<file path="config.mk">
export PLATFORM = sky130hd
export DESIGN_NAME = lsu_regs
export DESIGN_NICKNAME = d
export VERILOG_FILES = /design/src/common/lsu_pkg.sv /design/src/rtl/lsu_regs.sv
export VERILOG_INCLUDE_DIRS = /design/src /design/src/common
export SDC_FILE = /design/constraint.sdc
export NUM_CORES = 1
export LEC_CHECK = 0
export BUFFER_PORTS_ARGS = -buffer_cell sky130_fd_sc_hd__buf_2
export CAP_MARGIN = 20
export CORE_MARGIN = 3
export CORE_UTILIZATION = 47
export DETAILED_ROUTE_END_ITERATION = 8
export PLACE_DENSITY = 0.85
export SYNTH_ARGS = -nofsm -noshare
export SYNTH_HDL_FRONTEND = slang
export SYNTH_SLANG_ARGS = --single-unit
</file>
<file path="constraint.sdc">
create_clock -name clk -period 2.25 [get_ports clk]
set_clock_uncertainty 0.1 [all_clocks]
set_input_delay 0.45 -clock clk [delete_from_list [all_inputs] [get_ports clk]]
set_output_delay 0.45 -clock clk [all_outputs]
set_load 0.01 [all_outputs]
</file>
<file path="src/common/lsu_defs.svh">
`ifndef LSU_DEFS_SVH
`define LSU_DEFS_SVH

// data and address width
`define LSU_XLEN 64

// ram depth in 64-bit words, 2 KiB in total
`define LSU_RAM_WORDS 256

// request queue entries, also the credits held after reset
`define LSU_QUEUE_DEPTH 4

// address window after reset
`define LSU_RESET_BASE 64'h0000_0000_8000_0000
`define LSU_RESET_LIMIT (`LSU_RESET_BASE + `LSU_RAM_WORDS * 8)

`endif
</file>
<file path="src/common/lsu_pkg.sv">
`include "lsu_defs.svh"

package lsu_pkg;

  // load/store opcodes, loads first
  typedef enum logic [3:0] {
    op_lb  = 4'd0,
    op_lh  = 4'd1,
    op_lw  = 4'd2,
    op_ld  = 4'd3,
    op_lbu = 4'd4,
    op_lhu = 4'd5,
    op_lwu = 4'd6,
    op_sb  = 4'd7,
    op_sh  = 4'd8,
    op_sw  = 4'd9,
    op_sd  = 4'd10
  } mem_op_e;

  // config register select
  typedef enum logic [1:0] {
    reg_base   = 2'd0,
    reg_limit  = 2'd1,
    reg_faults = 2'd2
  } cfg_reg_e;

  // request as it enters the queue
  typedef struct packed {
    mem_op_e              op;
    logic [`LSU_XLEN-1:0] addr;
    logic [`LSU_XLEN-1:0] wdata;
  } lsu_req_t;

  // one response per request, in order
  // rdata is zero for stores and faulting accesses
  typedef struct packed {
    logic [`LSU_XLEN-1:0] rdata;
    logic                 is_load;
    logic                 error;
  } lsu_resp_t;

endpackage

</file>
<file path="src/rtl/lsu_regs.sv">
`timescale 1ns/10ps
`include "lsu_defs.svh"

module lsu_regs (
  input  logic                 clk,
  input  logic                 reset,
  input  logic                 cfg_write,
  input  lsu_pkg::cfg_reg_e    cfg_sel,
  input  logic [`LSU_XLEN-1:0] cfg_wdata,
  output logic [`LSU_XLEN-1:0] cfg_rdata,
  input  logic                 fault,
  output logic [`LSU_XLEN-1:0] win_base,
  output logic [`LSU_XLEN-1:0] win_limit
);
  import lsu_pkg::*;

  logic [`LSU_XLEN-1:0] fault_count;
  logic                 clear_faults;

  assign clear_faults = cfg_write && (cfg_sel == reg_faults);

  // window registers
  always_ff @(posedge clk) begin
    if (reset) begin
      win_base  <= `LSU_RESET_BASE;
      win_limit <= `LSU_RESET_LIMIT;
    end else if (cfg_write) begin
      if (cfg_sel == reg_base) begin
        win_base <= cfg_wdata;
      end
      if (cfg_sel == reg_limit) begin
        win_limit <= cfg_wdata;
      end
    end
  end

  // saturating fault counter, clear has priority
  always_ff @(posedge clk) begin
    if (reset) begin
      fault_count <= '0;
    end else if (clear_faults) begin
      fault_count <= '0;
    end else if (fault && (fault_count != '1)) begin
      fault_count <= fault_count + 1'b1;
    end
  end

  // read mux
  always_comb begin
    case (cfg_sel)
      reg_base:   cfg_rdata = win_base;
      reg_limit:  cfg_rdata = win_limit;
      reg_faults: cfg_rdata = fault_count;
      default:    cfg_rdata = '0;
    endcase
  end

endmodule

</file>
* Word-level counts from Yosys, hierarchy flattened
Index checks and enable logic that the tools add are counted.
Word-level totals: flip-flop bits (word level) 192, input port bits 70, output and inout bits 192, logic and storage cells 14
Cells by class: add/sub/neg operators 1, equality and inequality tests 3, mux-type cells 1, reduce and logical (&&, ||, !) cells 6
Operators with widths (number):
- $pmux 64 s3 | 1
- $add 64x1->64 const B | 1
- $ne 64x64->1 const B | 1
- $reduce_and 2->1 | 2
- $eq 2x1->1 const B | 1
- $eq 2x2->1 const B | 1
- $logic_and 1x1->1 | 2
- $logic_not 2->1 | 1
- $reduce_or 2->1 | 1

* Depth between registers and ports, before layout
word-level depth 3, gate-level depth with buffers 9, depth with buffers taken out 7

* Worst setup path before layout
No wires, ideal clock.
path kind register -> register, from reg fault_count[35], to reg fault_count[57], data arrival time 2.241 ns, required time 2.080 ns, setup slack -0.162 ns, cell stages (with the launch flop) 7, cell sequence dfxtp_1 nand4_2 or4_4 buf_6 or4_4 or4_1 a21oi_1
Between the ends: longest elaborated chain between the ends 2
RTL lines:
- start, declared | line lsu_regs.sv:17 | logic [`LSU_XLEN-1:0] fault_count;
- start signal, assigned | line lsu_regs.sv:44 | fault_count <= fault_count + 1'b1;
- parallel branches: the longest is 2 deep, another holds $add 64x1->64
Several ways; the timed one is not identified. A chain may end at the register's enable or synchronous reset.

* Worst setup path after layout
from reg fault_count[8], to reg fault_count[61]
The elaborated chain is that of the path after synthesis.

==> metrics.log <==
INFO  metric yosysUniqueCellTypes = 48
INFO  metric worst_hold_path_type = input pin to register
INFO  metric slew_headroom = 37.4%
INFO  metric core_region_area = 18900 sq um
INFO  metric path_common_cell = sky130_fd_sc_hd__or4_4
INFO  metric timing.setup.tns = -0.0373 ns
INFO  metric share_of_the_clock_period_used_by_the_worst_path_after_layout = 101%
INFO  metric first_pass_grt_wire_length = 52000 um
INFO  metric netlist_area = 9120 sq um
INFO  metric cts_tree = built
INFO  metric post_cts_hold_buffer_count = 0
INFO  metric grt_overflow = 0
INFO  metric worst_setup_path_end_kind = register
INFO  metric r2r_setup_slack = -0.03 ns
INFO  metric die_width = 145 um
INFO  metric synth.yosys.warnings = 0
INFO  metric grt_setup_unrepaired = true
INFO  metric worst-r2r-cell-count = 6
INFO  metric setup_viol = 2
INFO  metric postSynth.asyncResetShare = 0%
INFO  metric critical_path.max_fanout = 5
INFO  metric via_count = 10.6k
INFO  metric path_delay_family = simple AND/OR/NAND/NOR gates
INFO  metric critPathBufInv = 0
INFO  metric cp-endpoint = fault_count[61]
INFO  metric numCtsBuffers = 17
INFO  metric critical_path_arrival = 2.54 ns
INFO  metric route.detailed.wl_per_inst = 18.6 um
INFO  metric detail_route.first_pass.iterations = 6
INFO  metric worstSkewPairLatency = 0.43 ns
INFO  metric port_buffers = 261
INFO  metric global_route.usage.total = 30.3%
INFO  metric synth_seq_area_share = 42.2%
INFO  metric floorplan_die_height = 145 um
INFO  metric fin_util = 65.7%
INFO  metric critical_path.reg2reg.endpoint = fault_count[61]
INFO  metric grt_antenna_before_repair = 2
INFO  metric crit_chain = and4_4 -> nand3_4 -> or4_4 -> or4_4 -> or3_1 -> a21oi_1
INFO  metric nets = 1618
INFO  metric crit_path_start_kind = register
INFO  metric gpl.final_weighted_congestion = 0.971
INFO  metric finalWorstPathRequiredPeriod = 2.28 ns
INFO  metric die-area = 21100 sq um
INFO  metric viasPerCell = 5.80
INFO  metric fp-row-count = 50
INFO  metric placement.setup.worst_slack = -0.0621 ns
INFO  metric drtAntennaViolNets = 0
INFO  metric synth_fp_nets = 1284
INFO  metric worst_r2r_startpoint = fault_count[8]
INFO  metric drv_slew = 0
INFO  metric totalWireLength = 34000 um
INFO  metric power-per-cell-area = 600 nW/um^2
INFO  metric ys_seq_elements = 192
INFO  metric status = finished, violations left
INFO  metric vdd_ir_drop_max = 0.568 mV
INFO  metric post_dp_cell_area = 11600 sq um
INFO  metric syn_inst = 1213
INFO  metric synth_area_per_cell = 7.52 sq um
INFO  metric max_freq = 439 MHz
INFO  metric floorplan.initialDensity = 48.3%
INFO  metric final_hold_viol_count = 0
INFO  metric worstSetupPathDepth = 6
INFO  metric worstSetupPathType = register to register
INFO  metric failed_checks = setup timing
INFO  metric cts.sinks = 192
INFO  metric timing.critical_path.slowest_cell_delay = 0.49 ns
INFO  metric cts_root_buf = sky130_fd_sc_hd__clkbuf_16
INFO  metric cts.reportedPaths.clkPinSlew = 0.08 ns
INFO  metric cts_max_path_buffers = 2
INFO  metric area.growth.synth_to_final = 36.2%
INFO  metric place.detailed.hpwl = 24900 um
INFO  metric grt_start_max_net_pins = 89
INFO  metric p_leak = 5.29 nW
INFO  metric finalInstanceArea = 12400 sq um
INFO  metric worst_slew_pin_slew = 0.939 ns
INFO  metric cap_viol_max_count = 0
INFO  metric htreeDepth = 4
INFO  metric first_global_vias = 9712
INFO  metric cp-startpoint = fault_count[8]
INFO  metric synthFlopType = sky130_fd_sc_hd__dfxtp_1
INFO  metric p_total = 0.00745 W
INFO  metric drt_drc_violations_left = 0
INFO  metric finalWorstSetupSlack = -0.0284 ns
INFO  metric crit_required = 2.51 ns
INFO  metric final_layout_size_suffix_gt1_share = 32.4%
INFO  metric number_of_enable_type_register_cells_in_the_synthesized_netlist = 0
INFO  metric drt-initial-drc-count = 1400
INFO  metric num_io_pins = 262
INFO  metric crit_path_top_delay_cell = sky130_fd_sc_hd__or4_4
[report_power, final]
| group | switching (W) | internal [W] |
|---|---|---|
| clock | 0.00149 | 0.00170 |
| combinational | 0.000450 | 0.000269 |
| sequential | 0.0000630 | 0.00347 |
| total | 0.00200 | 0.00544 |
[worst min-delay path, stage by stage]
cell                       delay [ns]
sky130_fd_sc_hd__buf_2           0.09
sky130_fd_sc_hd__nand2_1         0.05
sky130_fd_sc_hd__nand3b_1        0.07
[cell usage after synthesis, types with 11 or more instances]
| cell type | instances | share of area [%] |
|---|---|---|
| sky130_fd_sc_hd__or3_1 | 25 | 1.7 |
| sky130_fd_sc_hd__o211ai_1 | 13 | 1.1 |
| sky130_fd_sc_hd__dfxtp_1 | 192 | 42 |
| sky130_fd_sc_hd__a21oi_1 | 157 | 8.6 |
| sky130_fd_sc_hd__nand2_1 | 359 | 15 |
| sky130_fd_sc_hd__nand4_1 | 36 | 2.5 |
| sky130_fd_sc_hd__nand3_1 | 30 | 1.6 |
| sky130_fd_sc_hd__nor2_1 | 32 | 1.3 |
| sky130_fd_sc_hd__mux2i_1 | 64 | 7.0 |
| sky130_fd_sc_hd__nor4_1 | 11 | 0.75 |
| sky130_fd_sc_hd__o21ai_0 | 92 | 5.1 |
| sky130_fd_sc_hd__or4_1 | 21 | 1.7 |
| sky130_fd_sc_hd__clkbuf_1 | 74 | 3.0 |
| sky130_fd_sc_hd__xor2_1 | 16 | 1.5 |
[layout by cell type (no fill, tap or decap), types with 7 or more instances in the layout]
| master | instances |
|---|---|
| sky130_fd_sc_hd__xor2_1 | 16 |
| sky130_fd_sc_hd__buf_12 | 10 |
| sky130_fd_sc_hd__a21oi_1 | 155 |
| sky130_fd_sc_hd__o211ai_1 | 13 |
| sky130_fd_sc_hd__o31ai_1 | 7 |
| sky130_fd_sc_hd__dfxtp_1 | 160 |
| sky130_fd_sc_hd__dfxtp_2 | 31 |
| sky130_fd_sc_hd__nand4_1 | 36 |
| sky130_fd_sc_hd__nand3_1 | 29 |
| sky130_fd_sc_hd__or4_1 | 20 |
| sky130_fd_sc_hd__or3_1 | 20 |
| sky130_fd_sc_hd__o21ai_0 | 89 |
| sky130_fd_sc_hd__buf_4 | 135 |
| sky130_fd_sc_hd__and3_1 | 7 |
| sky130_fd_sc_hd__buf_2 | 259 |
| sky130_fd_sc_hd__nor2_1 | 32 |
| sky130_fd_sc_hd__mux2i_1 | 63 |
| sky130_fd_sc_hd__nor3_1 | 8 |
| sky130_fd_sc_hd__clkbuf_16 | 17 |
| sky130_fd_sc_hd__nand2_1 | 358 |
| sky130_fd_sc_hd__nor4_1 | 7 |
[per-layer routing]
metal	GRT usage, %	part of all wire [%]
met5	0	0.021
met4	13.1	4.1
met3	8.15	11
met2	47.2	46
met1	39.7	39
[final cells by class]
class	count	area [sq um]
Clock inverter	15	195
Multi-Input combinational cell	926	5040
Clock buffer	17	425
Sequential cell	192	3890
Fill cell	1599	6480
Inverter	5	18.8
Tap cell	260	325
Timing Repair Buffer	405	2520
Antenna cell	1	2.50
[cell families (layout without fill, tap and decap cells)]
group	count (synthesis)	count (layout)	synth area share [%]
DFF	192	192	42.2
AOI/OAI and AO/OA	281	281	16.3
other	0	1	0
buffers and inverters	95	442	4.10
adders and majority gates	1	1	0.137
and+or+nand+nor	563	563	28.6
xor gates and xnor gates	17	17	1.63
muxes	64	64	7.03
[how the worst min path moves through the flow]
stage / slack (ns) / startpoint / cells past startpoint / endpoint
after floorplan: 0.37 / fault_count[5] / 2 / fault_count[5]
after global placement: 0.35 / win_limit[56] / 2 / win_limit[56]
after global routing: 0.14 / cfg_wdata[28] / 3 / win_limit[28]
final: 0.15 / cfg_wdata[31] / 3 / win_limit[31]
after detailed placement: 0.36 / win_limit[43] / 2 / win_limit[43]
after CTS: 0.14 / cfg_wdata[35] / 3 / win_limit[35]
[through the flow]
stage,hold WS (ns),std cells
5_1_grt,0.140,1821
6_report,0.151,1821
3_5_place_dp,0.359,1784
2_1_floorplan,0.367,1213
4_1_cts,0.140,1818
3_3_place_gp,0.353,1784
[state kept, by name, summed over array words and instances (netlist names)]
register	flops
win_limit	64
fault_count	64
win_base	64
[what timing repair did]
| item | in CTS | in global routing |
|---|---|---|
| endpoints found under the setup margin | 9 | 39 |
| gates resized for setup | 8 | 37 |
| buffers inserted | 2 | 2 |
| pin swaps | 5 | 12 |
(Power assumes the default switching activity.)
