--- src/common/lsu_defs.svh ---
`ifndef LSU_DEFS_SVH
`define LSU_DEFS_SVH

// data and address width
`define LSU_XLEN 64

// ram depth in 64-bit words, 2 KiB in total
`define LSU_RAM_WORDS 256

// request queue entries, also the credits held after reset
`define LSU_QUEUE_DEPTH 4

// address window after reset
`define LSU_RESET_BASE 64'h0000_0000_8000_0000
`define LSU_RESET_LIMIT (`LSU_RESET_BASE + `LSU_RAM_WORDS * 8)

`endif
--- src/common/lsu_pkg.sv ---
`include "lsu_defs.svh"

package lsu_pkg;

  // load/store opcodes, loads first
  typedef enum logic [3:0] {
    op_lb  = 4'd0,
    op_lh  = 4'd1,
    op_lw  = 4'd2,
    op_ld  = 4'd3,
    op_lbu = 4'd4,
    op_lhu = 4'd5,
    op_lwu = 4'd6,
    op_sb  = 4'd7,
    op_sh  = 4'd8,
    op_sw  = 4'd9,
    op_sd  = 4'd10
  } mem_op_e;

  // config register select
  typedef enum logic [1:0] {
    reg_base   = 2'd0,
    reg_limit  = 2'd1,
    reg_faults = 2'd2
  } cfg_reg_e;

  // request as it enters the queue
  typedef struct packed {
    mem_op_e              op;
    logic [`LSU_XLEN-1:0] addr;
    logic [`LSU_XLEN-1:0] wdata;
  } lsu_req_t;

  // one response per request, in order
  // rdata is zero for stores and faulting accesses
  typedef struct packed {
    logic [`LSU_XLEN-1:0] rdata;
    logic                 is_load;
    logic                 error;
  } lsu_resp_t;

endpackage

--- src/rtl/mem_access.sv ---
`timescale 1ns/10ps
`include "lsu_defs.svh"

module mem_access (
  input  logic                              clk,
  input  logic                              reset,
  input  logic                              issue_valid,
  input  lsu_pkg::lsu_req_t                 issue_req,
  input  logic [`LSU_XLEN-1:0]              win_base,
  input  logic [`LSU_XLEN-1:0]              win_limit,
  output logic                              fault,
  output logic                              ram_en,
  output logic [`LSU_XLEN/8-1:0]            ram_we,
  output logic [$clog2(`LSU_RAM_WORDS)-1:0] ram_index,
  output logic [`LSU_XLEN-1:0]              ram_wdata,
  input  logic [`LSU_XLEN-1:0]              ram_rdata,
  output logic                              resp_valid,
  output lsu_pkg::lsu_resp_t                resp
);
  import lsu_pkg::*;

  localparam int index_w = $clog2(`LSU_RAM_WORDS);

  // log2 of the access size in bytes
  function automatic logic [1:0] op_size(input mem_op_e op);
    case (op)
      op_lb, op_lbu, op_sb: return 2'd0;
      op_lh, op_lhu, op_sh: return 2'd1;
      op_lw, op_lwu, op_sw: return 2'd2;
      default:              return 2'd3;
    endcase
  endfunction

  function automatic logic op_is_store(input mem_op_e op);
    return op inside {op_sb, op_sh, op_sw, op_sd};
  endfunction

  function automatic logic op_is_signed(input mem_op_e op);
    return op inside {op_lb, op_lh, op_lw};
  endfunction

  logic [1:0]           size;
  logic [2:0]           offset;
  logic [2:0]           align_mask;
  logic [7:0]           size_mask;
  logic [7:0]           lane_mask;
  logic                 error;
  logic [`LSU_XLEN-1:0] addr_off;

  assign size       = op_size(issue_req.op);
  assign offset     = issue_req.addr[2:0];
  assign align_mask = (3'd1 << size) - 3'd1;
  assign error      = (|(offset & align_mask)) || (issue_req.addr < win_base) ||
                      (issue_req.addr >= win_limit);
  assign addr_off   = issue_req.addr - win_base;

  // byte lanes for the size, moved to the address offset
  always_comb begin
    case (size)
      2'd0:    size_mask = 8'h01;
      2'd1:    size_mask = 8'h03;
      2'd2:    size_mask = 8'h0f;
      default: size_mask = 8'hff;
    endcase
  end
  assign lane_mask = size_mask << offset;

  // faulting requests never reach the ram
  assign fault     = issue_valid && error;
  assign ram_en    = issue_valid && !error;
  assign ram_we    = (ram_en && op_is_store(issue_req.op)) ? lane_mask : '0;
  assign ram_index = addr_off[index_w+2:3];
  assign ram_wdata = issue_req.wdata << {offset, 3'b000};

  logic                 s1_valid;
  mem_op_e              s1_op;
  logic [2:0]           s1_offset;
  logic                 s1_error;
  logic                 s1_is_load;
  logic                 sign_ext;
  logic [`LSU_XLEN-1:0] load_word;
  logic [`LSU_XLEN-1:0] load_data;

  always_ff @(posedge clk) begin
    if (reset) begin
      s1_valid   <= 1'b0;
      resp_valid <= 1'b0;
    end else begin
      s1_valid   <= issue_valid;
      resp_valid <= s1_valid;
    end
  end

  // stage kept while the ram read is in flight
  always_ff @(posedge clk) begin
    s1_op     <= issue_req.op;
    s1_offset <= offset;
    s1_error  <= error;
  end

  assign s1_is_load = !op_is_store(s1_op);
  assign sign_ext   = op_is_signed(s1_op);
  assign load_word  = ram_rdata >> {s1_offset, 3'b000};

  // trim to size, then sign or zero extend
  always_comb begin
    case (op_size(s1_op))
      2'd0:    load_data = {{(`LSU_XLEN-8){sign_ext & load_word[7]}}, load_word[7:0]};
      2'd1:    load_data = {{(`LSU_XLEN-16){sign_ext & load_word[15]}}, load_word[15:0]};
      2'd2:    load_data = {{(`LSU_XLEN-32){sign_ext & load_word[31]}}, load_word[31:0]};
      default: load_data = load_word;
    endcase
  end

  always_ff @(posedge clk) begin
    resp.rdata   <= (s1_is_load && !s1_error) ? load_data : '0;
    resp.is_load <= s1_is_load;
    resp.error   <= s1_error;
  end

endmodule

--- config.mk ---
export PLATFORM = sky130hd
export DESIGN_NAME = mem_access
export DESIGN_NICKNAME = d
export VERILOG_FILES = /design/src/common/lsu_pkg.sv /design/src/rtl/mem_access.sv
export VERILOG_INCLUDE_DIRS = /design/src /design/src/common
export SDC_FILE = /design/constraint.sdc
export NUM_CORES = 1
export LEC_CHECK = 0
export BUFFER_PORTS_ARGS = -buffer_cell sky130_fd_sc_hd__buf_2
export CORE_AREA = 2 2 187 189
export CTS_CLUSTER_SIZE = 8
export DETAILED_ROUTE_END_ITERATION = 16
export DIE_AREA = 0 0 189 191
export HOLD_SLACK_MARGIN = 0.15
export PLACE_DENSITY = 0.6
export SLEW_MARGIN = 10
export SYNTH_ARGS = -nofsm -noshare
export SYNTH_HDL_FRONTEND = slang
export SYNTH_SLANG_ARGS = --single-unit
--- constraint.sdc ---
create_clock -name clk -period 10.3 [get_ports clk]
set_input_delay 2.06 -clock clk [delete_from_list [all_inputs] [get_ports clk]]
set_output_delay 2.06 -clock clk [all_outputs]
set_load 0.01 [all_outputs]
Word-level counts from Yosys, hierarchy flattened. Memories as Yosys holds them, arrays and structs flattened. A register that Yosys moved wholly into a read port is not among the register bits. Cells that the tools add are included.

Add/sub/neg operators: 2. Order comparisons: 2. Eq/ne operators: 14. Shift-type cells: 4. Multiplexer cells: 3. Bitwise gates (word level): 4. Reduce and logical (&&, ||, !) cells: 16.

Operator list (count): $pmux 64 s3 (1); $ge 64x64->1 (1); $lt 64x64->1 (1); $shl 64x6->64 (1); $shr 64x6->64 (1); $eq 4x4->1 const B (6); $pmux 8 s3 (1); $sub 11x11->11 (1); $eq 4x3->1 const B (2); $mux 8 (1); $reduce_bool 4->1 (2); $shl 8x3->8 (1); $eq 2x1->1 const B (2); $eq 2x2->1 const B (2); $eq 4x1->1 const B (1); $eq 4x2->1 const B (1); $logic_and 1x1->1 (4); $logic_not 2->1 (2); $logic_not 4->1 (1); $and 1x1->1 (3); $and 3x3->3 (1); $logic_not 1->1 (3); $reduce_bool 3->1 (1); $reduce_or 3->1 (1); other kinds (3) (4).

Flip-flop bits (word level): 76. ROM bits: 64. Input bits: 327. Output and inout bits: 149. Word-level logic and storage cells: 55. Memories kept: 2.

Memory list: (no name shown) (words 16, bits a word 2, rd ports 1, clocked after memory_dff 1, wr ports 0, line mem_access.sv:26) `case (op)`; (no name shown) (words 16, bits a word 2, rd ports 1, clocked after memory_dff 0, wr ports 0, line mem_access.sv:26).

Longest topological paths before layout. An unclocked memory read counts as a cell.

Depth in word-level cells: 11. Depth in mapped cells: 12. Mapped depth without buffers: 9.

Worst setup path after synthesis. OpenSTA, ideal clock, no wires.

Path kind: in2out. From: in issue_req[64] (netlist name). To: out ram_we[5]. Data arrival time: 4.701 ns. Data required time: 8.240 ns. Path slack: 3.539 ns. Stages: 12. Path buffers: 3. Cells stage by stage: clkbuf_1 > clkinv_1 > clkbuf_1 > ha_1 > nand2b_1 > a2111o_1 > a32oi_1 > a31oi_1 > o21ai_0 > nand3_1 > buf_2 > nor4_1.

Word-level cells in the longest chain between the ends: 8. Elaborated cells between the ends (all ways): 11. Classes of those cells: 2 x order compare; 1 x shift; 1 x mux; 1 x bitwise; 6 x reduce/logical.

Ends and longest elaborated chain: start, declared (line mem_access.sv:8) `input lsu_pkg::lsu_req_t issue_req,`; parallel branches: the longest is 7 deep, another holds $lt 64x64->1; $mux 8 * (line mem_access.sv:71) `assign ram_we = (ram_en && op_is_store(issue_req.op)) ? lane_mask : '0;`; end, declared (line mem_access.sv:13) `` output logic [`LSU_XLEN/8-1:0] ram_we, ``.

Every way passes the cells marked *.

Worst setup path after layout.
From: in issue_req[64] (netlist name). To: out ram_we[4].

Same word-level chain as after synthesis.

==> summary.txt <==
Clocking
  • Post-CTS sizing: 0
  • CTS H-tree lvls: 3
  • Clock transition at the registers of the reported paths: 0.06 ns
  • CTS tree: yes
  • # Post-CTS Setup Buffers: 0
  • Cts-stage hold buffer count: 0
  • Insertion delay of the later-clocked pin in the worst-skew pair: 0.34 ns
  • CTS sink cnt: 78
  • Root Buffer Master: sky130_fd_sc_hd__clkbuf_16
  • TritonCTS Buffers: 9
  • Number of buffers on the longest clock path: 2

Global route
  • Number of antenna violations at the first check in global routing: 8
  • First-pass GRT wire length: 58,800 um
  • Global-route congestion overflow total: 0
  • Number of global-route vias before repair: 10.4k
  • Largest net degree at the start of global routing: 66
  • Global-route usage over all layers: 21.0%

Synth
  • Primary flip-flop cell chosen by synthesis mapping: sky130_fd_sc_hd__dfxtp_1
  • Area share of the leading cell type in the synthesized netlist: 16.8%
  • Most numerous cell types in the synthesized netlist: 144 x sky130_fd_sc_hd__inv_1, 132 x sky130_fd_sc_hd__a21oi_1, 127 x sky130_fd_sc_hd__ha_1, 127 x sky130_fd_sc_hd__nand2_1, 110 x sky130_fd_sc_hd__nor2_1
  • Number of standard cells after synthesis: 1,242
  • Average cell area after synthesis: 7.61 um^2
  • Post-Synthesis Cell Area: 9450 um^2
  • Async set or reset register ratio after synthesis: 0%
  • Top post-synthesis cells by area: sky130_fd_sc_hd__ha_1 17%, sky130_fd_sc_hd__dfxtp_1 17%, sky130_fd_sc_hd__mux2i_1 11%
  • Most repeated cell in the gate-level netlist after synthesis: sky130_fd_sc_hd__inv_1
  • Synth Register Bits: 78
  • Unique cell type count in the Yosys netlist: 60
  • Number of enable flip-flop cells after synthesis: 0
  • Post-Synthesis Net Count: 1,696
  • Number of synthesis warnings: 0
  • Leading area contributor after synthesis: sky130_fd_sc_hd__ha_1
  • Sequential element share of the synthesized area: 16.5%

Pwr
  • Max rail drop VDD: 0.0856 mV
  • Cell leakage power: 6.60 nW
  • Pwr Density: 89.7 nW/um^2

Route
  • Post-detailed-route via-to-cell ratio: 5.00
  • Number of design-rule violations left by the first detailed-router iteration: 520
  • Pre-antenna DRT Iters: 7
  • WL/cell: 18.6 um
  • Total routed wirelength: 39,800 um
  • Post-DRT Antenna Nets: 0
  • DRC errors left: 0
  • Total via count in the routed design: 10.7k

Timing
  • Final worst clock skew: 0.00769 ns
  • Ratio of final minimum period to clock period: 78.9%
  • Minimum clock period: 8.13 ns
  • Max_slew headroom: 33.8%
  • Slew of the pin with the lowest slew margin: 0.987 ns
  • Number of hold violations in the final report: 0
  • Pins over their slew limit: 0
  • Maximum clock frequency: 123 MHz
  • RSZ-0062 raised after global routing: false
  • Final-layout setup total negative slack: 0 ns
  • Final Setup Violations: 0

Layout
  • Layout overhead on the synthesized area: 32.2%
  • Proportion of layout cells with a drive suffix above 1: 36.1%
  • Sequential cell area: 1560 um^2
  • Count of fill cells added during filler insertion: 3,686
  • End-of-flow core utilization: 36.6%
  • Post-layout net count: 2,124
  • Area of combinational cells with multiple inputs: 7020 um^2

Place
  • Number of buffer cells added on primary ports: 475
  • Post-detailed-placement half-perimeter wirelength: 33,500 um
  • Final weighted congestion in routability-driven placement: 0.948

Run status
  • Run status: complete, no violations

Floorplanning
  • Die span in y: 191 um
  • Initial core utilization: 27.7%
  • Number of top-level design ports: 476
  • Placeable core area: 34,100 um^2
  • Floorplan die area: 36,100 um^2
  • Width of the die: 189 um
  • Number of rows created at floorplan: 68

Worst setup path
  • R2R Setup Slk: 6.66 ns
  • Signal arrival time at the worst endpoint: 6.07 ns
  • Nature of the critical path endpoint: output port
  • Path type of the worst setup path: in2out
  • Worst Reg2Reg Path Length in Cells: 9
  • Required time of the critical path: 8.24 ns
  • Maximum fanout along the worst path: 35
  • Worst flop-to-flop path startpoint: s1_offset[0]$_DFF_P_
  • Worst R2R End: resp[62]$_SDFF_PN0_
  • Kind of launch point of the worst setup path: input port

Worst hold path
  • Worst min-delay path endpoint: resp[0]$_DFF_P_
  • Class of the most critical hold timing path: reg2reg
  • Hold-critical path depth: 0
  • Startpoint of the tightest hold check path: s1_error$_DFF_P_

Job
  • Max-cap violation count: 0
-- final cells by class --
cell class / count / share of cell area (%)
well taps: 455 / 4.56
repair buffers: 484 / 19.6
clock buffers: 11 / 2.02
diodes: 11 / 0.220
inverters: 145 / 4.36
multi-input cells: 952 / 56.2
clock inverters: 5 / 0.521
flip-flops and latches: 78 / 12.5
-- metrics by stage --
stage | hold WS [ns] | area [um^2] | power, mW | cells | worst slack, ns
floorplan | 0.323 | 9450 | 0.595 | 1242 | 3.54
global placement | 0.347 | 12100 | 0.780 | 2114 | 2.22
detailed placement | 0.341 | 12100 | 0.787 | 2114 | 2.15
CTS | 0.354 | 12500 | 1.13 | 2130 | 2.14
global route | 0.375 | 12500 | 1.19 | 2134 | 1.81
finish | 0.354 | 12500 | 1.12 | 2141 | 2.17
-- report_power, final --
group          switching [mW]  total [mW]  internal [mW]
combinational           0.267       0.467          0.200
clock                   0.135       0.338          0.203
sequential            0.00579       0.315          0.310
-- flip-flops by register name, indices dropped and copies added, names as in the netlist, named ones only --
signal      cells
resp_valid      1
s1_op           4
s1_offset       3
s1_valid        1
resp           66
s1_error        1
-- worst max path at each step --
stage	from	end	slack, ns	cells after the start
finish	issue_req[64]	ram_we[4]	2.17	11
floorplan	issue_req[64]	ram_we[5]	3.54	12
CTS	issue_req[64]	ram_we[4]	2.14	11
detailed placement	issue_req[64]	ram_we[4]	2.15	11
global route	issue_req[64]	ram_we[4]	1.81	11
global placement	issue_req[64]	ram_we[4]	2.22	11
-- per-layer routing --
layer / part of all wire (%) / vias up / GRT usage (%)
li1: - / 5237 / -
met1: 39 / 4943 / 24.0
met2: 51 / 488 / 39.3
met3: 7.8 / 45 / 3.62
met4: 2.5 / 0 / 6.61
met5: 0 / - / 0
-- layout by cell type (no fill, tap or decap), types with 18 or more instances in the layout --
cell type / n
sky130_fd_sc_hd__buf_2: 474
sky130_fd_sc_hd__inv_1: 144
sky130_fd_sc_hd__a21oi_1: 132
sky130_fd_sc_hd__nand2_1: 127
sky130_fd_sc_hd__ha_1: 127
sky130_fd_sc_hd__nor2_1: 109
sky130_fd_sc_hd__mux2i_1: 107
sky130_fd_sc_hd__dfxtp_1: 76
sky130_fd_sc_hd__o21ai_0: 59
sky130_fd_sc_hd__mux2_2: 43
sky130_fd_sc_hd__a21oi_2: 30
sky130_fd_sc_hd__o22ai_1: 24
sky130_fd_sc_hd__nand4_1: 21
sky130_fd_sc_hd__nand3_1: 18
-- worst max-delay path, cell delays in order --
cell and delay (ns):
sky130_fd_sc_hd__buf_2 0.31, sky130_fd_sc_hd__clkinv_1 0.87, sky130_fd_sc_hd__ha_1 0.60, sky130_fd_sc_hd__nand2b_1 0.16
sky130_fd_sc_hd__a2111o_1 0.41, sky130_fd_sc_hd__a32oi_1 0.19, sky130_fd_sc_hd__a31oi_1 0.12, sky130_fd_sc_hd__o21ai_0 0.17
sky130_fd_sc_hd__nand3_1 0.49, sky130_fd_sc_hd__a2111oi_2 0.46, sky130_fd_sc_hd__buf_2 0.20
-- cells by family (layout without fill, tap and decap cells) --
group	count (synthesis)	count (layout)	share of synthesized area, %
flops	78	78	16.5
xor+xnor	7	7	0.649
buf+inv	212	645	9.23
mux	168	168	20.6
simple gates	350	350	16.9
fa+ha+maj	127	127	16.8
compound gates	300	300	19.4
other cells	0	11	0
Note: power is estimated with default switching activity, not from simulation.
