### src/common/lsu_defs.svh
`ifndef LSU_DEFS_SVH
`define LSU_DEFS_SVH

// data and address width
`define LSU_XLEN 64

// ram depth in 64-bit words, 2 KiB in total
`define LSU_RAM_WORDS 256

// request queue entries, also the credits held after reset
`define LSU_QUEUE_DEPTH 4

// address window after reset
`define LSU_RESET_BASE 64'h0000_0000_8000_0000
`define LSU_RESET_LIMIT (`LSU_RESET_BASE + `LSU_RAM_WORDS * 8)

`endif
### src/common/lsu_pkg.sv
`include "lsu_defs.svh"

package lsu_pkg;

  // load/store opcodes, loads first
  typedef enum logic [3:0] {
    op_lb  = 4'd0,
    op_lh  = 4'd1,
    op_lw  = 4'd2,
    op_ld  = 4'd3,
    op_lbu = 4'd4,
    op_lhu = 4'd5,
    op_lwu = 4'd6,
    op_sb  = 4'd7,
    op_sh  = 4'd8,
    op_sw  = 4'd9,
    op_sd  = 4'd10
  } mem_op_e;

  // config register select
  typedef enum logic [1:0] {
    reg_base   = 2'd0,
    reg_limit  = 2'd1,
    reg_faults = 2'd2
  } cfg_reg_e;

  // request as it enters the queue
  typedef struct packed {
    mem_op_e              op;
    logic [`LSU_XLEN-1:0] addr;
    logic [`LSU_XLEN-1:0] wdata;
  } lsu_req_t;

  // one response per request, in order
  // rdata is zero for stores and faulting accesses
  typedef struct packed {
    logic [`LSU_XLEN-1:0] rdata;
    logic                 is_load;
    logic                 error;
  } lsu_resp_t;

endpackage

### src/rtl/req_queue.sv
`timescale 1ns/10ps
`include "lsu_defs.svh"

module req_queue (
  input  logic              clk,
  input  logic              reset,
  input  logic              req_valid,
  input  lsu_pkg::lsu_req_t req,
  output logic              issue_valid,
  output lsu_pkg::lsu_req_t issue_req,
  output logic              credit_return
);
  import lsu_pkg::*;

  localparam int ptr_w = $clog2(`LSU_QUEUE_DEPTH);
  localparam logic [ptr_w-1:0] last_ptr = ptr_w'(`LSU_QUEUE_DEPTH - 1);

  lsu_req_t         entries [`LSU_QUEUE_DEPTH];
  logic [ptr_w-1:0] wr_ptr;
  logic [ptr_w-1:0] rd_ptr;
  logic [ptr_w:0]   count;
  logic             pop;

  // head leaves every cycle the queue holds something
  assign pop           = (count != '0);
  assign issue_valid   = pop;
  assign issue_req     = entries[rd_ptr];
  assign credit_return = pop;

  // pointers and occupancy
  always_ff @(posedge clk) begin
    if (reset) begin
      wr_ptr <= '0;
      rd_ptr <= '0;
      count  <= '0;
    end else begin
      if (req_valid) begin
        wr_ptr <= (wr_ptr == last_ptr) ? '0 : wr_ptr + 1'b1;
      end
      if (pop) begin
        rd_ptr <= (rd_ptr == last_ptr) ? '0 : rd_ptr + 1'b1;
      end
      case ({req_valid, pop})
        2'b10:   count <= count + 1'b1;
        2'b01:   count <= count - 1'b1;
        default: count <= count;
      endcase
    end
  end

  // entry storage
  // the credit rule keeps writes off a full queue
  always_ff @(posedge clk) begin
    if (req_valid) begin
      entries[wr_ptr] <= req;
    end
  end

endmodule

### config.mk
export PLATFORM = sky130hd
export DESIGN_NAME = req_queue
export DESIGN_NICKNAME = d
export VERILOG_FILES = /design/src/common/lsu_pkg.sv /design/src/rtl/req_queue.sv
export VERILOG_INCLUDE_DIRS = /design/src /design/src/common
export SDC_FILE = /design/constraint.sdc
export NUM_CORES = 1
export LEC_CHECK = 0
export BUFFER_PORTS_ARGS = -buffer_cell sky130_fd_sc_hd__buf_2
export CORE_ASPECT_RATIO = 1.1
export CORE_MARGIN = 8
export CORE_UTILIZATION = 55
export CTS_BUF_LIST = sky130_fd_sc_hd__clkbuf_8
export DETAILED_ROUTE_END_ITERATION = 6
export PLACE_DENSITY = 0.77
export SLEW_MARGIN = 0
export SYNTH_ARGS = -nofsm -noshare
export SYNTH_HDL_FRONTEND = slang
export SYNTH_SLANG_ARGS = --single-unit
### constraint.sdc
create_clock -name clk -period 4.5 [get_ports clk]
set_clock_uncertainty 0.05 [all_clocks]
set_input_delay 0.225 -clock clk [delete_from_list [all_inputs] [get_ports clk]]
set_output_delay 0.225 -clock clk [all_outputs]
set_load 0.01 [all_outputs]
======== After elaboration in Yosys (flattened, before gate mapping) ========
Memory sizes are Yosys's and may differ from the RTL's. A register that Yosys moved wholly into a read port is not among the register bits.
Index checks and enable logic that the tools add are counted.
storage, ports and cells
  flip-flop bits (word level) ............. 7
  logic and storage cells ................. 21
  output and inout port bits .............. 134
  bits of input ports ..................... 135
  memories kept ........................... 1
  bits in writable memories ............... 528
memories
  name     depth  width  rd ports  clocked after Yosys merged registers in  write ports  RTL line         source
  entries  4      132    1         1                                        1            req_queue.sv:18  lsu_req_t entries [`LSU_QUEUE_DEPTH];
cells by class
  equal/unequal tests ..................... 4
  mux-type cells .......................... 7
  reduce and logical (&&, ||, !) cells .... 2
  add/sub/neg operators ................... 4
operator list
  cell                 number
  $mux 2               4
  $eq 2x2->1 const B   3
  $pmux 3 s2           1
  $add 2x1->2 const B  2
  $add 3x1->3 const B  1
  $reduce_bool 3->1    1
  $sub 3x1->3 const B  1
  $eq 2x1->1 const B   1
  $mux 1               2
  $reduce_bool 2->1    1

======== Logic depth before layout (Yosys ltp) ========
Gate-level depths: netlist of run 1.
  depth after elaboration ................. 4
  depth in mapped cells ................... 8
  gate-level depth less buffers ........... 8

======== Least setup slack after synthesis of run 1 ========
OpenSTA, ideal clock, no wires.
  path kind ............................... reg-to-reg
  start ................................... register wr_ptr[0]
  end ..................................... memory entries[3][0] (netlist name) (enable)
  path slack .............................. 0.372 ns
  arrival time ............................ 3.572 ns
  buffers on the path ..................... 0
  setup time .............................. 0.506 ns
  data required time ...................... 3.944 ns
  cell stages (with the launch flop) ...... 3
  clock period less this slack ............ 4.128 ns
  path through ............................ dfxtp_1 > ha_1 > and2_1
RTL lines
  what                    RTL line         source
  start, declared         req_queue.sv:19  logic [ptr_w-1:0] wr_ptr;
  start signal, assigned  req_queue.sv:38  wr_ptr <= (wr_ptr == last_ptr) ? '0 : wr_ptr + 1'b1;
  end, declared           req_queue.sv:18
No word-level cell before the write port.

==> results_dict.tcl, run 1 <==
set metrics [dict create \
    area_delta_synth_final_pct 24.2 \
    crit_required_ns 4.22 \
    cts_buffers 84 \
    final_common_cell "edfxtp_1" \
    finalSetupViolCount 0 \
    peakVddDrop_uv 355 \
    hold_class "primary input to flip-flop" \
    finalHoldViolations 0 \
    r2r_cells 4 \
    p_int_mw 9.21 \
    clkPwrFrac_pct 28.6 \
    power_density_nw_per_um2 522 \
    core_area_um2 35000 \
    power.switching_mw 3.43 \
    synth.top_cell.area_share_pct 81.4 \
    pwr-share-comb_pct 24.7 \
    ys_seq_elements 537 \
    overflow 0 \
    crit_fanout 51 \
    cts_max_level 3 \
    fin_setup_tns_ns 0 \
    viasPerCell 5.47 \
    ctsLongestPathBuffers 3 \
    placementRows 72 \
    ioPinCount 269 \
    clock.fmax_mhz 350 \
    worst-setup-path-type "flip-flop to output pin" \
    synth_cells 738 \
    grt_max_degree 82 \
    yosysUniqueCellTypes 20 \
    die_x_um 195 \
    holdWs_ns 0.334 \
    groute.layer.met3.usage_pct 4.72 \
    power_frac_seq_pct 46.7 \
    startpoint_type "flip-flop" \
    dp_hpwl_um 22200 \
    endpoint_kind "output pin" \
    met1_usage_pct 23.1 \
    num_vias 9364 \
    ant_nets 0 \
    synth_nets 880 \
    drv_cap 0 \
    clk_latency_ns 0.58 \
    min_to "entries[3][12]" \
    fin_crit_sh_pct 63.5 \
    gp_congestion 0.710 \
    drive_gt1_share_pct 40.9 \
    rsz0062_at_grt "no" \
    routed_wl_um 38400 \
    slew_headroom_pct 41.9 \
    maxSlewViolCount 0 \
    cts.repair.resized 0 \
    fillCellCount 2080 \
    cts.clk_slew.worst_paths_ns 0.06 \
    tightest_slew_ns 0.871 \
    outcome "finished, final reports clean" \
    start_util_pct 55.6 \
    die_y_um 213 \
    syn_area_um2 19500 \
    nNetsFinal 1349 \
    rr_startpoint "wr_ptr[0]" \
    yosysTopAreaCell "edfxtp_1" \
    top_usage_layer "met2" \
    synth_warnings 0 \
    wl_per_cell_um 22.5 \
    p_leak_nw 8.31 \
    die_area_um2 41700 \
    period_minus_slack_ns 2.86 \
    first_pass_iters 5 \
    drc_errors 0 \
    grt.total_usage_pct 18.4 \
    sw_frac_of_total_pct 27.1 \
    drtIter0Drc 603 \
    antenna_found_initial 3 \
    synth_seq_area_share_pct 82.3 \
    layout_common_cells "edfxtp_1 (528), buf_2 (268), dlygate4sd3_1 (134)" \
    cts_sinks 537 \
    grt_pass1_vias 10200 \
    port_buffers 268 \
    r2r_end "entries[2][47]" \
    whs_path_depth 2 \
    hold_start "req[12]" \
    worstPathArrival_ns 2.58 \
    cts_tree "done" \
    clock-root-buffer "clkbuf_8" \
    r2r_slack_ns 2.28 \
    grtUsageMet2_pct 31.2 \
    synth_area_leaders "edfxtp_1 (81%), mux4_2 (15%), dfxtp_1 (0.92%), buf_6 (0.58%), buf_2 (0.39%)" \
    grt_pass1_wl_um 58400 \
    syn_area_per_cell_um2 26.4 \
]
==> per-stage QoR <==
stage / instances / instance area, um^2 / setup WS [ns] / total power [mW] / util [%]
floorplan: 738 / 19500 / 0.372 / 8.04 / -
global placement: 1431 / 21400 / 2.22 / 9.06 / 61.0
detailed placement: 1431 / 21400 / 2.22 / 9.09 / 61.0
CTS: 1708 / 24200 / 1.57 / 12.8 / 69.0
global route: 1709 / 24200 / 1.50 / 13.2 / 69.0
finish: 1711 / 24200 / 1.64 / 12.6 / 69.0
==> synth_stat cells, drive strengths merged <==
master / number
edfxtp: 528
mux4: 132
buf: 26
dfxtp: 9
inv: 7
ha: 6
nor2: 6
clkbuf: 5
a21oi: 4
and2: 4
mux2i: 2
or3: 2
xor2: 2
fa: 1
nand2: 1
nor3: 1
nor3b: 1
o21ai: 1
==> kinds of logic (layout without fill, tap and decap cells) <==
group | count (synthesis) | after routing | synth area share [%]
compound gates | 5 | 5 | 0.128
buf+inv | 38 | 564 | 1.23
simple gates | 15 | 15 | 0.392
mux | 134 | 134 | 15.4
other cells | 0 | 3 | 0
fa+ha+maj | 7 | 7 | 0.488
flops | 537 | 537 | 82.3
xor+xnor | 2 | 2 | 0.0899
==> worst max path at each step <==
stage	to	slack, ns	cells past startpoint
finish	issue_req[56]	1.64	3
global route	issue_req[14]	1.50	3
CTS	issue_req[14]	1.57	3
detailed placement	entries[2][101]	2.22	4
global placement	issue_req[14]	2.22	3
floorplan	entries[3][0]	0.37	2
==> layout make-up <==
cell class	instances	area [um^2]	share of cell area, %
Sequential cell	537	16000	66.3
Multi-Input combinational cell	163	3220	13.3
Timing Repair Buffer	414	2860	11.8
Clock buffer	87	1200	4.95
Tap cell	444	556	2.30
Clock inverter	56	283	1.17
Inverter	7	26.3	0.109
Antenna cell	3	7.51	0.0310
==> critical path, cell delays in order (launching register included) <==
cell and delay [ns]:
dfxtp_4 0.86, buf_4 0.52, mux4_2 0.39, buf_2 0.16
==> power groups by stage <==
stage	Clock (mW)	Sequential, mW	Combinational [mW]
after floorplan	0	5.89	2.14
after CTS	3.71	5.91	3.19
after global placement	0	6.00	3.06
final	3.62	5.91	3.12
after global routing	3.93	5.93	3.33
after detailed placement	0	6.01	3.08
==> state kept, by name (all words and copies together) (netlist names), named ones only <==
name	flops
count	3
entries	528
rd_ptr	2
wr_ptr	2
==> metal layers <==
layer,vias to the layer above,part of all wire (%)
li1,4129,-
met1,4822,40
met2,348,51
met3,63,6.6
met4,2,1.9
met5,-,0.034
==> timing repair <==
item / 4_1_cts / 5_1_grt
setup endpoints to repair: 0 / 0
hold buffers: 134 / 0
buffers inserted: 0 / 0
hold endpoints to repair: 537 / 0
No activity file was read; power rests on OpenSTA's default activity.
==> run 2: changes to the inputs <==
- ABC_AREA: not set -> 1
- clock period: 4.5 -> 2.8 ns (I/O delays scaled with it)
==> run 2 against run 1 <==
Compared with the run above: wire length up 25%; critical path depth up 2; design area up 1.8%; hold slack worse by 0.089 ns; non-clock buffer count up 17; sequential power up 60%; global-route usage up 3.7 points.
==> results_dict.tcl, run 2 <==
set metrics [dict create \
    finalSetupViolCount 0 \
    core_area_um2 35900 \
    hold_class "primary input to flip-flop" \
    p_leak_nw 8.76 \
    num_vias 13000 \
    cts.clk_slew.worst_paths_ns 0.06 \
    yosysTopAreaCell "edfxtp_1" \
    tightest_slew_ns 0.543 \
    drive_gt1_share_pct 22.3 \
    synth-async-reset-ratio_pct 0 \
    synth_seq_area_share_pct 80.7 \
    peakVddDrop_uv 672 \
    crit_end "issue_req[7]" \
    r2r_cells 10 \
    grt_pass1_vias 13400 \
    post-cts-setup-buffers 0 \
    ctsLongestPathBuffers 3 \
    placementRows 73 \
    worst-setup-path-type "flip-flop to output pin" \
    largest_reg_flops 528 \
    total_power_mw 22.0 \
    antenna_found_initial 5 \
    synth_edf_count 528 \
    die_y_um 215 \
    slew_headroom_pct 63.8 \
    r2r_slack_ns 0.89 \
    drtIter0Drc 1007 \
    cts_tree "done" \
    layout_common_cells "edfxtp_1 (528), nor2_1 (271), buf_2 (268)" \
    finalHoldViolations 0 \
    ant_nets 0 \
    crit_required_ns 2.61 \
    reg_top3 "entries (528), count (3)" \
    dp_hpwl_um 26200 \
    fin_ws_ns 0.143 \
    start_util_pct 55.4 \
    grt_pass1_wl_um 73700 \
    fillCellCount 2345 \
    synth_warnings 0 \
    port_buffers 268 \
    rr_startpoint "count[0]" \
    rsz0062_at_grt "no" \
    synth_flop_cell "edfxtp_1" \
    yosysUniqueCellTypes 20 \
    routed_wl_um 47900 \
    outcome "finished, final reports clean" \
    endpoint_kind "output pin" \
    cts_buffers 80 \
    overflow 0 \
    wl_per_cell_um 20.7 \
    die_x_um 197 \
    drc_errors 0 \
    synth_top_cells_by_count "edfxtp_1 (528), nor2_1 (271), o21ai_0 (141)" \
    synth.top_cell.area_share_pct 79.8 \
    dp_worst_setup_slack_ns 0.825 \
    gp_congestion 0.758 \
    maxSlewViolCount 0 \
    clock.fmax_mhz 376 \
    regMostFlops "entries" \
    r2r_end "count[2]" \
    worstPathArrival_ns 2.47 \
    drv_cap 0 \
    grt.total_usage_pct 22.1 \
    grt_max_degree 119 \
    cts_sinks 537 \
    cts.repair.resized 0 \
    cts_max_level 3 \
    synth_nets 1479 \
    syn_area_um2 19900 \
    nNetsFinal 1905 \
    power_density_nw_per_um2 892 \
    synth_area_leaders "edfxtp_1 (80%), nor2_1 (5.1%), o22ai_1 (4.2%), o21ai_0 (3.6%), o21ai_1 (3.2%)" \
    clk_latency_ns 0.60 \
    startpoint_type "flip-flop" \
    period_minus_slack_ns 2.66 \
    final_common_cell "edfxtp_1" \
    area_delta_synth_final_pct 23.8 \
    first_pass_iters 7 \
    synth_cells 1337 \
    synth.most_common_cell "edfxtp_1" \
    viasPerCell 5.62 \
    ys_seq_elements 537 \
    syn_area_per_cell_um2 14.9 \
    ioPinCount 269 \
    fin_crit_sh_pct 94.9 \
    die_area_um2 42500 \
    clock-root-buffer "clkbuf_8" \
    crit_fanout 77 \
]
run 2: layout make-up:
cell class / count / area [um^2] / area share [%]
tap: 487 / 609 / 2.48
multi-input combinational: 695 / 3370 / 13.7
sequential: 537 / 16000 / 65.2
inverter: 18 / 92.6 / 0.376
clock buffer: 82 / 1130 / 4.59
clock inverter: 61 / 254 / 1.03
timing repair buffer: 431 / 3100 / 12.6
antenna: 4 / 10.0 / 0.0407
run 2: how the worst min path moves through the flow:
stage | startpoint | to | slack, ns | depth (start not counted)
final | req[115] | entries[3][115] | 0.24 | 2
after global routing | req[32] | entries[2][32] | 0.21 | 2
after CTS | req[13] | entries[2][13] | 0.19 | 2
after global placement | reset | wr_ptr[0] | 0.28 | 2
after floorplan | reset | wr_ptr[0] | 0.15 | 1
after detailed placement | reset | wr_ptr[0] | 0.28 | 2
run 2: worst max-delay path, stage by stage (launching register included):
cell     delay (ns)
dfxtp_4        0.47
inv_8          0.43
buf_4          0.37
nor2_1         0.10
o22ai_1        0.25
buf_2          0.19
run 2: where the power goes:
part	leakage [nW]	switching, mW	internal [mW]	total [mW]
Combinational	3.00	4.56	2.38	6.94
Sequential	4.93	0.210	9.23	9.44
Clock	0.832	2.85	2.72	5.57
run 2: timing repair:
item,in CTS,in global routing
hold buffers,135,0
hold endpoints to repair,537,0
endpoints found under the setup margin,0,0
run 2: stage by stage:
step / hold slack (ns) / area, um^2 / utilization (%) / TNS (ns) / instances
3_5_place_dp: 0.284 / 21900 / 60.9 / 0 / 2033
5_1_grt: 0.212 / 24600 / 68.6 / 0 / 2315
4_1_cts: 0.188 / 24600 / 68.5 / 0 / 2311
3_3_place_gp: 0.281 / 21900 / 60.9 / 0 / 2033
6_report: 0.245 / 24600 / 68.6 / 0 / 2315
2_1_floorplan: 0.155 / 19900 / - / -109.07 / 1337
run 2: metal layers:
metal | global-route usage [%] | up-vias | wire [um]
met5 | 0 | - | 13
met4 | 7.55 | 2 | 933
met3 | 5.49 | 80 | 3850
met2 | 37.3 | 564 | 24200
met1 | 27.4 | 6425 | 18900
li1 | - | 5945 | -
run 2: kinds of logic (layout without fill, tap and decap cells):
family | count (synthesis) | after routing | share of synthesized area [%]
flip-flops | 537 | 537 | 80.7
AO/OA/AOI/OAI | 405 | 405 | 11.0
AND/OR/NAND/NOR | 283 | 283 | 5.38
buffers and inverters | 105 | 592 | 2.45
adder cells (fa/ha/maj) | 7 | 7 | 0.478
other | 0 | 4 | 0
